--- src/common/ctrl_pkg.sv ---
// Pipeline controller package
// Shared widths, opcodes, pipeline slot structs and the trap entry address
`default_nettype none

package ctrl_pkg;

    localparam int WORD_W     = 32;                  // Data and PC width
    localparam int REG_ADDR_W = 5;                   // GPR index width
    localparam int HART_ID_W  = 2;                   // Up to four harts

    typedef logic [WORD_W-1:0]     word_t;
    typedef logic [REG_ADDR_W-1:0] reg_addr_t;
    typedef logic [HART_ID_W-1:0]  hart_id_t;

    ////////////////////////////////////////
    // Opcodes and codes
    ////////////////////////////////////////
    typedef enum logic [3:0] {
        MEM_NOP = 4'b0000,
        MEM_SW  = 4'b0100,                           // Stores are 01xx
        MEM_SH  = 4'b0101,
        MEM_SB  = 4'b0110,
        MEM_LW  = 4'b1000,                           // Loads are 1xxx
        MEM_LH  = 4'b1001,
        MEM_LB  = 4'b1010,
        MEM_LHU = 4'b1011,
        MEM_LBU = 4'b1100
    } mem_op_e;

    typedef enum logic [2:0] {OP_ALU, OP_LD, OP_ST, OP_BR, OP_SYS} insn_op_e;

    typedef enum logic [1:0] {FWD_NONE, FWD_EX, FWD_MEM} fwd_sel_e;

    typedef enum logic [2:0] {
        EXP_NO_EXP, EXP_ILLEGAL, EXP_MISALIGN, EXP_ECALL, EXP_BUS_ERR
    } exp_code_e;

    ////////////////////////////////////////
    // Pipeline slots
    ////////////////////////////////////////
    typedef struct packed {
        insn_op_e  op;                               // Instruction class in ID
        reg_addr_t rs1;
        reg_addr_t rs2;
        logic      rs1_used;
        logic      rs2_used;
        hart_id_t  hart_id;
    } decode_slot_t;

    typedef struct packed {
        logic      en;                               // Slot holds a live insn
        hart_id_t  hart_id;
        reg_addr_t rd_addr;
        logic      gpr_we;                           // Active high
        mem_op_e   mem_op;
        reg_addr_t rs1;
        reg_addr_t rs2;
    } exec_slot_t;

    typedef struct packed {
        logic if_s;
        logic id_s;
        logic ex_s;
        logic mem_s;
    } stage_vec_t;                                   // Per-stage stall or flush

    typedef struct packed {
        fwd_sel_e rs1_sel;
        fwd_sel_e rs2_sel;
        logic     st_rs1_en;                         // MEM load to EX store
        logic     st_rs2_en;
    } fwd_t;

    typedef struct packed {
        hart_id_t hart_id;
        word_t    addr;
    } miss_req_t;

    localparam word_t EXP_ENTRY_ADDR = 32'h0000_0100; // Unified trap entry

    function automatic logic is_load(input mem_op_e op);
        return op[3];
    endfunction

    function automatic logic is_store(input mem_op_e op);
        return op[3:2] == 2'b01;
    endfunction

endpackage

`default_nettype wire

--- src/logic/ctrl_top.sv ---
// Pipeline control subsystem top
// Joins the controller, the per-hart trap registers and the miss buffer
`default_nettype none

module ctrl_top import ctrl_pkg::*; #(
    parameter int NUM_HARTS  = 4,
    parameter int MISS_DEPTH = 2
) (
    input  logic                 clk,
    input  logic                 rst_n,
    input  decode_slot_t         dec,
    input  hart_id_t             if_hart_id,
    input  hart_id_t             issue_id,
    input  exec_slot_t           ex_slot,
    input  exec_slot_t           mem_slot,
    input  word_t                if_pc,
    input  word_t                ex_pc,
    input  word_t                mem_pc,
    input  exp_code_e            mem_exp,
    input  logic                 mem_is_eret,
    input  logic                 br_taken,
    input  logic                 ic_busy,
    input  logic                 dc_busy,
    input  logic                 hart_ic_stall,
    input  logic                 hart_ic_flush,
    input  logic                 hart_dc_flush,
    input  logic                 m_ready,    // Refill engine side
    input  hart_id_t             csr_rd_hart,
    output stage_vec_t           stall,
    output stage_vec_t           flush,
    output word_t                new_pc,
    output fwd_t                 fwd,
    output logic                 miss_ack,   // Back to hart control
    output logic                 m_valid,
    output miss_req_t            m_req,
    output word_t                csr_mepc,
    output exp_code_e            csr_mcause,
    output logic [NUM_HARTS-1:0] trap_active
);

    logic      save_exp;
    logic      restore_exp;
    exp_code_e exp_code;
    word_t     epc;
    word_t     mepc_rd;
    logic      miss_valid;
    miss_req_t miss_req;
    logic      miss_full;

    pipeline_ctrl u_pipeline_ctrl (
        .clk, .dec, .if_hart_id, .issue_id, .ex_slot, .mem_slot,
        .if_pc, .ex_pc, .mem_pc, .mem_exp, .mem_is_eret, .br_taken,
        .ic_busy, .dc_busy, .miss_full, .hart_ic_stall, .hart_ic_flush,
        .hart_dc_flush, .mepc_rd, .stall, .flush, .new_pc, .fwd,
        .miss_valid, .miss_req, .save_exp, .restore_exp, .exp_code, .epc
    );

    exception_csr #(
        .NUM_HARTS (NUM_HARTS)
    ) u_exception_csr (
        .clk, .rst_n, .save_exp, .restore_exp, .exp_code, .epc,
        .hart_id     (mem_slot.hart_id),     // Trap owner is the MEM hart
        .csr_rd_hart, .mepc_rd, .csr_mepc, .csr_mcause, .trap_active
    );

    miss_request_buffer #(
        .MISS_DEPTH (MISS_DEPTH)
    ) u_miss_request_buffer (
        .clk, .rst_n, .miss_valid, .miss_req, .m_ready,
        .miss_full, .miss_ack, .m_valid, .m_req
    );

endmodule

`default_nettype wire

--- src/logic/exception_csr.sv ---
// Per-hart trap registers
// Saved PC, cause and trap-active flag, written on trap entry and return
`default_nettype none

module exception_csr import ctrl_pkg::*; #(
    parameter int NUM_HARTS = 4              // At most 2**HART_ID_W
) (
    input  logic                 clk,
    input  logic                 rst_n,
    input  logic                 save_exp,
    input  logic                 restore_exp,
    input  exp_code_e            exp_code,
    input  word_t                epc,
    input  hart_id_t             hart_id,    // Hart in MEM
    input  hart_id_t             csr_rd_hart, // CSR read port select
    output word_t                mepc_rd,
    output word_t                csr_mepc,
    output exp_code_e            csr_mcause,
    output logic [NUM_HARTS-1:0] trap_active
);

    word_t     mepc   [NUM_HARTS];
    exp_code_e mcause [NUM_HARTS];

    always_ff @(posedge clk) begin
        if (!rst_n) begin
            for (int h = 0; h < NUM_HARTS; h++) begin
                mepc[h]   <= '0;
                mcause[h] <= EXP_NO_EXP;
            end
            trap_active <= '0;
        end else if (save_exp) begin
            mepc[hart_id]        <= epc;
            mcause[hart_id]      <= exp_code;
            trap_active[hart_id] <= 1'b1;    // Hart now in its handler
        end else if (restore_exp) begin
            trap_active[hart_id] <= 1'b0;
        end
    end

    // Combinational reads
    assign mepc_rd    = mepc[hart_id];       // Feeds the eret redirect
    assign csr_mepc   = mepc[csr_rd_hart];
    assign csr_mcause = mcause[csr_rd_hart];

endmodule

`default_nettype wire

--- src/logic/miss_request_buffer.sv ---
// Cache miss request FIFO
// Takes miss reports from the controller and hands them to the refill engine
`default_nettype none

module miss_request_buffer import ctrl_pkg::*; #(
    parameter int MISS_DEPTH = 2
) (
    input  logic      clk,
    input  logic      rst_n,
    input  logic      miss_valid,
    input  miss_req_t miss_req,
    input  logic      m_ready,
    output logic      miss_full,
    output logic      miss_ack,              // Push accepted this cycle
    output logic      m_valid,
    output miss_req_t m_req
);

    localparam int PTR_W = (MISS_DEPTH > 1) ? $clog2(MISS_DEPTH) : 1;
    localparam int CNT_W = $clog2(MISS_DEPTH + 1);
    localparam logic [PTR_W-1:0] LAST  = PTR_W'(MISS_DEPTH - 1);
    localparam logic [CNT_W-1:0] DEPTH = CNT_W'(MISS_DEPTH);

    miss_req_t        mem [MISS_DEPTH];      // Request storage
    logic [PTR_W-1:0] wr_ptr;
    logic [PTR_W-1:0] rd_ptr;
    logic [CNT_W-1:0] count;
    logic             push;
    logic             pop;

    assign push      = miss_valid & ~miss_full;
    assign pop       = m_valid & m_ready;    // Refill engine handshake
    assign miss_full = (count == DEPTH);
    assign miss_ack  = push;
    assign m_valid   = (count != '0);
    assign m_req     = mem[rd_ptr];          // Oldest entry at the head

    always_ff @(posedge clk) begin
        if (push) begin
            mem[wr_ptr] <= miss_req;
        end
    end

    always_ff @(posedge clk) begin
        if (!rst_n) begin
            wr_ptr <= '0;
            rd_ptr <= '0;
            count  <= '0;
        end else begin
            if (push) begin
                wr_ptr <= (wr_ptr == LAST) ? '0 : wr_ptr + 1'b1;
            end
            if (pop) begin
                rd_ptr <= (rd_ptr == LAST) ? '0 : rd_ptr + 1'b1;
            end
            if (push && !pop) begin
                count <= count + 1'b1;
            end else if (pop && !push) begin
                count <= count - 1'b1;
            end
        end
    end

endmodule

`default_nettype wire

--- src/pipe_ctrl/pipeline_ctrl.sv ---
// Central pipeline controller of the multi-hart core
// Forwarding, load-use hazard, stall and flush, trap redirect, miss select
`default_nettype none

module pipeline_ctrl import ctrl_pkg::*; (
    input  logic         clk,                // Sampled by bound checks only
    input  decode_slot_t dec,                // Instruction in ID
    input  hart_id_t     if_hart_id,         // Hart of the ID instruction
    input  hart_id_t     issue_id,           // Hart being fetched
    input  exec_slot_t   ex_slot,
    input  exec_slot_t   mem_slot,
    input  word_t        if_pc,
    input  word_t        ex_pc,
    input  word_t        mem_pc,
    input  exp_code_e    mem_exp,
    input  logic         mem_is_eret,
    input  logic         br_taken,
    input  logic         ic_busy,
    input  logic         dc_busy,
    input  logic         miss_full,          // Miss buffer cannot accept
    input  logic         hart_ic_stall,
    input  logic         hart_ic_flush,
    input  logic         hart_dc_flush,
    input  word_t        mepc_rd,            // Saved PC of MEM hart
    output stage_vec_t   stall,
    output stage_vec_t   flush,
    output word_t        new_pc,
    output fwd_t         fwd,
    output logic         miss_valid,
    output miss_req_t    miss_req,
    output logic         save_exp,
    output logic         restore_exp,
    output exp_code_e    exp_code,
    output word_t        epc
);

    logic busy;                              // Any storage side stall
    logic ld_hazard;
    logic trap_flush;                        // Exception flushes everything
    logic eret_flush;
    logic br_flush_id;
    logic dc_flush_id;
    logic dc_flush_ex;

    // Producer hit check, EX wins over MEM
    function automatic fwd_sel_e src_fwd(input logic used, input reg_addr_t rs);
        fwd_sel_e sel;
        sel = FWD_NONE;
        if (used && rs != '0) begin
            if (ex_slot.en && ex_slot.gpr_we && ex_slot.hart_id == if_hart_id &&
                ex_slot.rd_addr == rs) begin
                sel = FWD_EX;
            end else if (mem_slot.en && mem_slot.gpr_we &&
                         mem_slot.hart_id == if_hart_id && mem_slot.rd_addr == rs) begin
                sel = FWD_MEM;
            end
        end
        return sel;
    endfunction

    // Load data in MEM feeding store data in EX
    function automatic logic st_fwd(input reg_addr_t rs);
        return mem_slot.en && mem_slot.gpr_we && is_load(mem_slot.mem_op) &&
               ex_slot.en && is_store(ex_slot.mem_op) && rs != '0 &&
               mem_slot.hart_id == ex_slot.hart_id && mem_slot.rd_addr == rs;
    endfunction

    ////////////////////////////////////////
    // Forwarding
    ////////////////////////////////////////
    always_comb begin
        fwd.rs1_sel   = src_fwd(dec.rs1_used, dec.rs1);
        fwd.rs2_sel   = src_fwd(dec.rs2_used, dec.rs2);
        fwd.st_rs1_en = st_fwd(ex_slot.rs1);
        fwd.st_rs2_en = st_fwd(ex_slot.rs2);
    end

    ////////////////////////////////////////
    // Load-use hazard
    ////////////////////////////////////////
    always_comb begin
        ld_hazard = 1'b0;
        if (ex_slot.en && ex_slot.gpr_we && is_load(ex_slot.mem_op) &&
            ex_slot.hart_id == if_hart_id) begin
            // Store data can wait for the MEM to EX path, base cannot
            if (dec.op != OP_ST || ex_slot.rd_addr == dec.rs1) begin
                ld_hazard = (dec.rs1_used && ex_slot.rd_addr == dec.rs1) ||
                            (dec.rs2_used && ex_slot.rd_addr == dec.rs2);
            end
        end
    end

    ////////////////////////////////////////
    // Trap entry and return
    ////////////////////////////////////////
    always_comb begin
        new_pc      = '0;
        trap_flush  = 1'b0;
        eret_flush  = 1'b0;
        save_exp    = 1'b0;
        restore_exp = 1'b0;
        exp_code    = EXP_NO_EXP;
        epc         = '0;
        if (mem_slot.en) begin
            if (mem_exp != EXP_NO_EXP) begin
                new_pc     = EXP_ENTRY_ADDR;     // Single entry for all causes
                trap_flush = 1'b1;
                save_exp   = 1'b1;
                exp_code   = mem_exp;
                epc        = mem_pc;
            end else if (mem_is_eret) begin
                new_pc      = mepc_rd;           // Back to the faulting insn
                eret_flush  = 1'b1;
                restore_exp = 1'b1;
            end
        end
    end

    ////////////////////////////////////////
    // Stall and flush vectors
    ////////////////////////////////////////
    assign busy        = ic_busy | dc_busy | miss_full;
    assign br_flush_id = br_taken & (ex_slot.hart_id == if_hart_id);
    assign dc_flush_id = hart_dc_flush & (mem_slot.hart_id == if_hart_id);
    assign dc_flush_ex = hart_dc_flush & (mem_slot.hart_id == ex_slot.hart_id);

    assign stall.if_s  = ld_hazard | hart_dc_flush | busy;
    assign stall.id_s  = hart_dc_flush | busy;
    assign stall.ex_s  = hart_dc_flush | busy;
    assign stall.mem_s = busy;               // MEM only waits on storage

    assign flush.if_s  = trap_flush | eret_flush;
    assign flush.id_s  = trap_flush | ld_hazard | br_flush_id | dc_flush_id;
    assign flush.ex_s  = trap_flush | dc_flush_ex;
    assign flush.mem_s = trap_flush | hart_dc_flush;

    ////////////////////////////////////////
    // Cache miss report
    ////////////////////////////////////////
    always_comb begin
        miss_valid = 1'b0;
        miss_req   = '0;
        if (hart_dc_flush) begin             // Data side first
            miss_valid       = 1'b1;
            miss_req.hart_id = mem_slot.hart_id;
            miss_req.addr    = ex_pc;
        end else if (hart_ic_stall | hart_ic_flush) begin
            miss_valid       = 1'b1;
            miss_req.hart_id = issue_id;
            miss_req.addr    = if_pc;
        end
    end

endmodule

`default_nettype wire

--- config.mk ---
export PLATFORM = sky130hd
export DESIGN_NAME = ctrl_top
export DESIGN_NICKNAME = d
export VERILOG_FILES = /design/src/common/ctrl_pkg.sv /design/src/logic/ctrl_top.sv /design/src/logic/exception_csr.sv /design/src/logic/miss_request_buffer.sv /design/src/pipe_ctrl/pipeline_ctrl.sv
export SDC_FILE = /design/constraint.sdc
export NUM_CORES = 1
export LEC_CHECK = 0
export BUFFER_PORTS_ARGS = -buffer_cell sky130_fd_sc_hd__clkbuf_2
export CAP_MARGIN = 20
export CORE_MARGIN = 2
export CORE_UTILIZATION = 53
export CTS_CLUSTER_DIAMETER = 100
export DETAILED_ROUTE_END_ITERATION = 10
export PLACE_DENSITY_LB_ADDON = 0.12
export SKIP_LAST_GASP = 1
export SYNTH_ARGS = -nofsm -noshare
export SYNTH_HDL_FRONTEND = slang
export SYNTH_HIERARCHICAL = 1
export SYNTH_SLANG_ARGS = --single-unit
--- constraint.sdc ---
create_clock -name clk -period 5.32 [get_ports clk]
set_clock_uncertainty 0.15 [all_clocks]
set_input_delay 1.064 -clock clk [delete_from_list [all_inputs] [get_ports clk]]
set_output_delay 1.064 -clock clk [all_outputs]
set_load 0.03 [all_outputs]
==> flow_metrics.py <==
metrics = {
    "final_layout": {
        "fillers": 1603,
        "finalNetCount": 1200,
        "area_growth_pct": 20.9,
        "multi_input_area_um2": 4480,
        "final_cell_mix": "clkbuf_2 (280), edfxtp_1 (208), and2_1 (164)",
        "final_common_cell": "clkbuf_2",
        "drive_above_1_share_pct": 44.7,
        "final-seq-area_um2": 6430,
    },
    "routing": {
        "drt-pass1-iter-count": 5,
        "routedWlPerCell_um": 20.4,
        "drtAntennaViolNets": 0,
        "routed_via_density": 5.62,
        "drc": 0,
        "route.vias.total": 7375,
        "first_iter_violations": 512,
        "routed_wl_mm": 26.8,
    },
    "yosys": {
        "synth_seq_cells": 217,
        "synth_top_family_by_area": "multiplexers",
        "async_reset_ff_share_pct": 0,
        "seq_area_frac_synth_pct": 56.9,
        "synth_area_um2": 11300,
        "synthAdderAreaFrac_pct": 0.111,
        "synth_simple_gate_area_share_pct": 15.2,
        "ys_types": 56,
        "yosysWarnings": 6,
        "synth_cells": 755,
        "dominantRegCellSynth": "edfxtp_1",
        "synthMuxAreaShare_pct": 16.9,
        "synth_nets": 934,
        "synth_edf_count": 208,
        "synth_compound_area_share_pct": 4.12,
        "syn_avg_cell_area_um2": 15.0,
        "synth_xor_area_share_pct": 2.87,
    },
    "setup_path": {
        "cp_slowest_cell": "buf_2",
        "crit_path_end_kind": "output pin",
        "cp.buffers_inverters": 3,
        "crit_type": "input port to output pin",
        "cp_top_family": "buffers and inverters",
        "cp_cell_sequence": "buf_2 -> buf_4 -> mux4_2 -> and2_2 -> clkbuf_2",
        "required_ps": 4110,
        "cp.arrival_ps": 3010,
        "max_stage_delay_ps": 680,
        "start_kind": "input port",
        "crit_fanout": 29,
    },
    "clock_tree": {
        "hold_buffers": 0,
        "clkSlewWorstSetupHoldPaths_ps": 60,
        "insertion_delay_ps": 500,
        "cts_max_level": 1,
        "cts_root_buffer": "clkbuf_16",
        "tritoncts": "yes",
        "cts.sinks": 217,
        "cts_resized": 0,
        "cts_max_path_buffers": 3,
        "post_cts.repair.setup_buffers": 0,
        "cts_made_buffers": 23,
    },
    "power_and_ir_drop": {
        "total_power_mw": 5.13,
        "leakage_nw": 5.56,
        "peakVddDrop_mv": 0.199,
        "powerDensity_nw_per_um2": 376,
    },
    "timing": {
        "relSlewSlack_pct": 25.7,
        "setup_viol": 0,
        "setup_tns_ps": 0,
        "hold_violations": 0,
        "timing.fmax_ghz": 0.237,
        "rsz0062_at_grt": "false",
        "worstMarginPinSlew_ps": 1110,
        "post-route-period-util_pct": 79.4,
        "period_minus_slack_ps": 4220,
        "layout_setup_ws_ps": 1100,
        "slew_viol_final": 0,
    },
    "floorplanning": {
        "io_pins": 299,
        "die_area_um2": 22500,
        "core_area_um2": 21000,
        "start_util_pct": 53.9,
        "die_h_um": 150,
        "row_count": 53,
        "fp.dieW_um": 150,
    },
    "place": {
        "gp_congestion": 0.839,
        "post-place-ws_ps": 1060,
        "hpwl_mm": 17.7,
        "io_buffers": 281,
    },
    "grt": {
        "grt_pass1_vias": 7249,
        "grt_pass1_wl_mm": 39.4,
        "track_usage_pct": 23.0,
        "antenna_found_initial": 1,
        "grt-ovfl-total": 0,
        "grt_max_degree": 41,
    },
    "job": {
        "drv_cap": 0,
    },
    "worst_hold_path": {
        "hold_path.class": "flip-flop to flip-flop",
    },
    "status": {
        "outcome": "finished clean",
    },
}
==> worst reg2reg max path, delay by kind of cell, from the launching register on <==
family          cells  cell delay, ps
compound gates      1             130
fa+ha+maj           1             280
buf+inv             1              70
flops               1             400
simple gates        3             680
==> per-layer routing <==
layer	global-route usage [%]	wire length (um)	share of wire (%)	up-vias
li1	-	-	-	3418
met1	30.3	10700	40	3650
met2	40.9	13900	52	267
met3	3.05	1550	5.8	40
met4	4.91	563	2.1	0
met5	0	0	0	-
==> cell usage after synthesis (3+ instances only) <==
library cell  instances  area, um^2
edfxtp_1            208        6250
nand3_1               6        30.0
mux4_1                5         131
nor2_1                9        33.8
o21ai_0               6        30.0
or2_2                 3        18.8
nor3b_1               4        30.0
mux4_2               62        1400
and2_1              164        1030
buf_2                20         100
buf_4                 8        60.1
a22o_1               34         298
nor4b_1               3        26.3
nor4_1                4        25.0
o21ai_1               3        15.0
dfxtp_1               9         180
clkbuf_2              6        30.0
nor3_1                7        35.0
xor2_1               25         219
clkbuf_1             14        52.6
a31o_2                4        35.0
and2_2               10        75.1
xnor2_1              12         105
inv_1                 3        11.3
nand2_1               6        22.5
or3_1                 3        18.8
buf_6                11         124
mux2_2               34         383
and3_1               37         231
==> layout make-up <==
class                   count  area share (%)
diodes                      1          0.0183
clock buffers              29            4.53
clock inverters            12            1.05
inverters                   4           0.110
multi-input cells         471            32.8
flip-flops and latches    217            47.1
well taps                 275            2.52
repair buffers            304            11.9
==> stage by stage <==
| step | utilization [%] | hold WS (ps) | instances | instance area (um^2) |
|---|---|---|---|---|
| 5_1_grt | 65.1 | 356 | 1313 | 13600 |
| 3_3_place_gp | 61.3 | 318 | 1269 | 12800 |
| 2_1_floorplan | - | 329 | 755 | 11300 |
| 6_report | 65.1 | 329 | 1313 | 13600 |
| 4_1_cts | 65.0 | 327 | 1311 | 13600 |
| 3_5_place_dp | 61.4 | 314 | 1270 | 12900 |
==> path summary, 6_finish.rpt <==
check | startpoint | end | slack, ps | cells after the start
worst min register to register | flip-flop | flip-flop | 330 | 2
worst min-delay path | flip-flop | flip-flop | 330 | 2
worst max register to register | u_miss_request_buffer/count[0] | u_miss_request_buffer/count[1] | 3540 | 6
worst max-delay path | mem_slot[20] | new_pc[21] | 1100 | 5
==> sequential cells by signal, summed over array words and instances, names as in the netlist, named ones only <==
name / flops
u_exception_csr/mcause: 12
u_exception_csr/mepc: 128
u_miss_request_buffer/count: 2
u_miss_request_buffer/mem: 68
u_miss_request_buffer/rd_ptr: 1
u_miss_request_buffer/wr_ptr: 1
==> logic make-up (layout without fill, tap and decap cells) <==
kind of cell,count (synthesis),count (layout)
and+or+nand+nor,273,273
buffers and inverters,67,349
xor gates and xnor gates,37,37
muxes,101,101
adders and majority gates,1,1
other,0,1
DFF,217,217
AOI/OAI and AO/OA,59,59
==> power by group <==
part	internal [mW]	switching (mW)	total, mW	leakage (nW)
Combinational	0.478	0.821	1.30	3.08
Clock	0.968	0.630	1.60	0.370
Sequential	2.16	0.0767	2.23	2.11
Total	3.60	1.53	5.13	5.56
(Power assumes the default switching activity.)
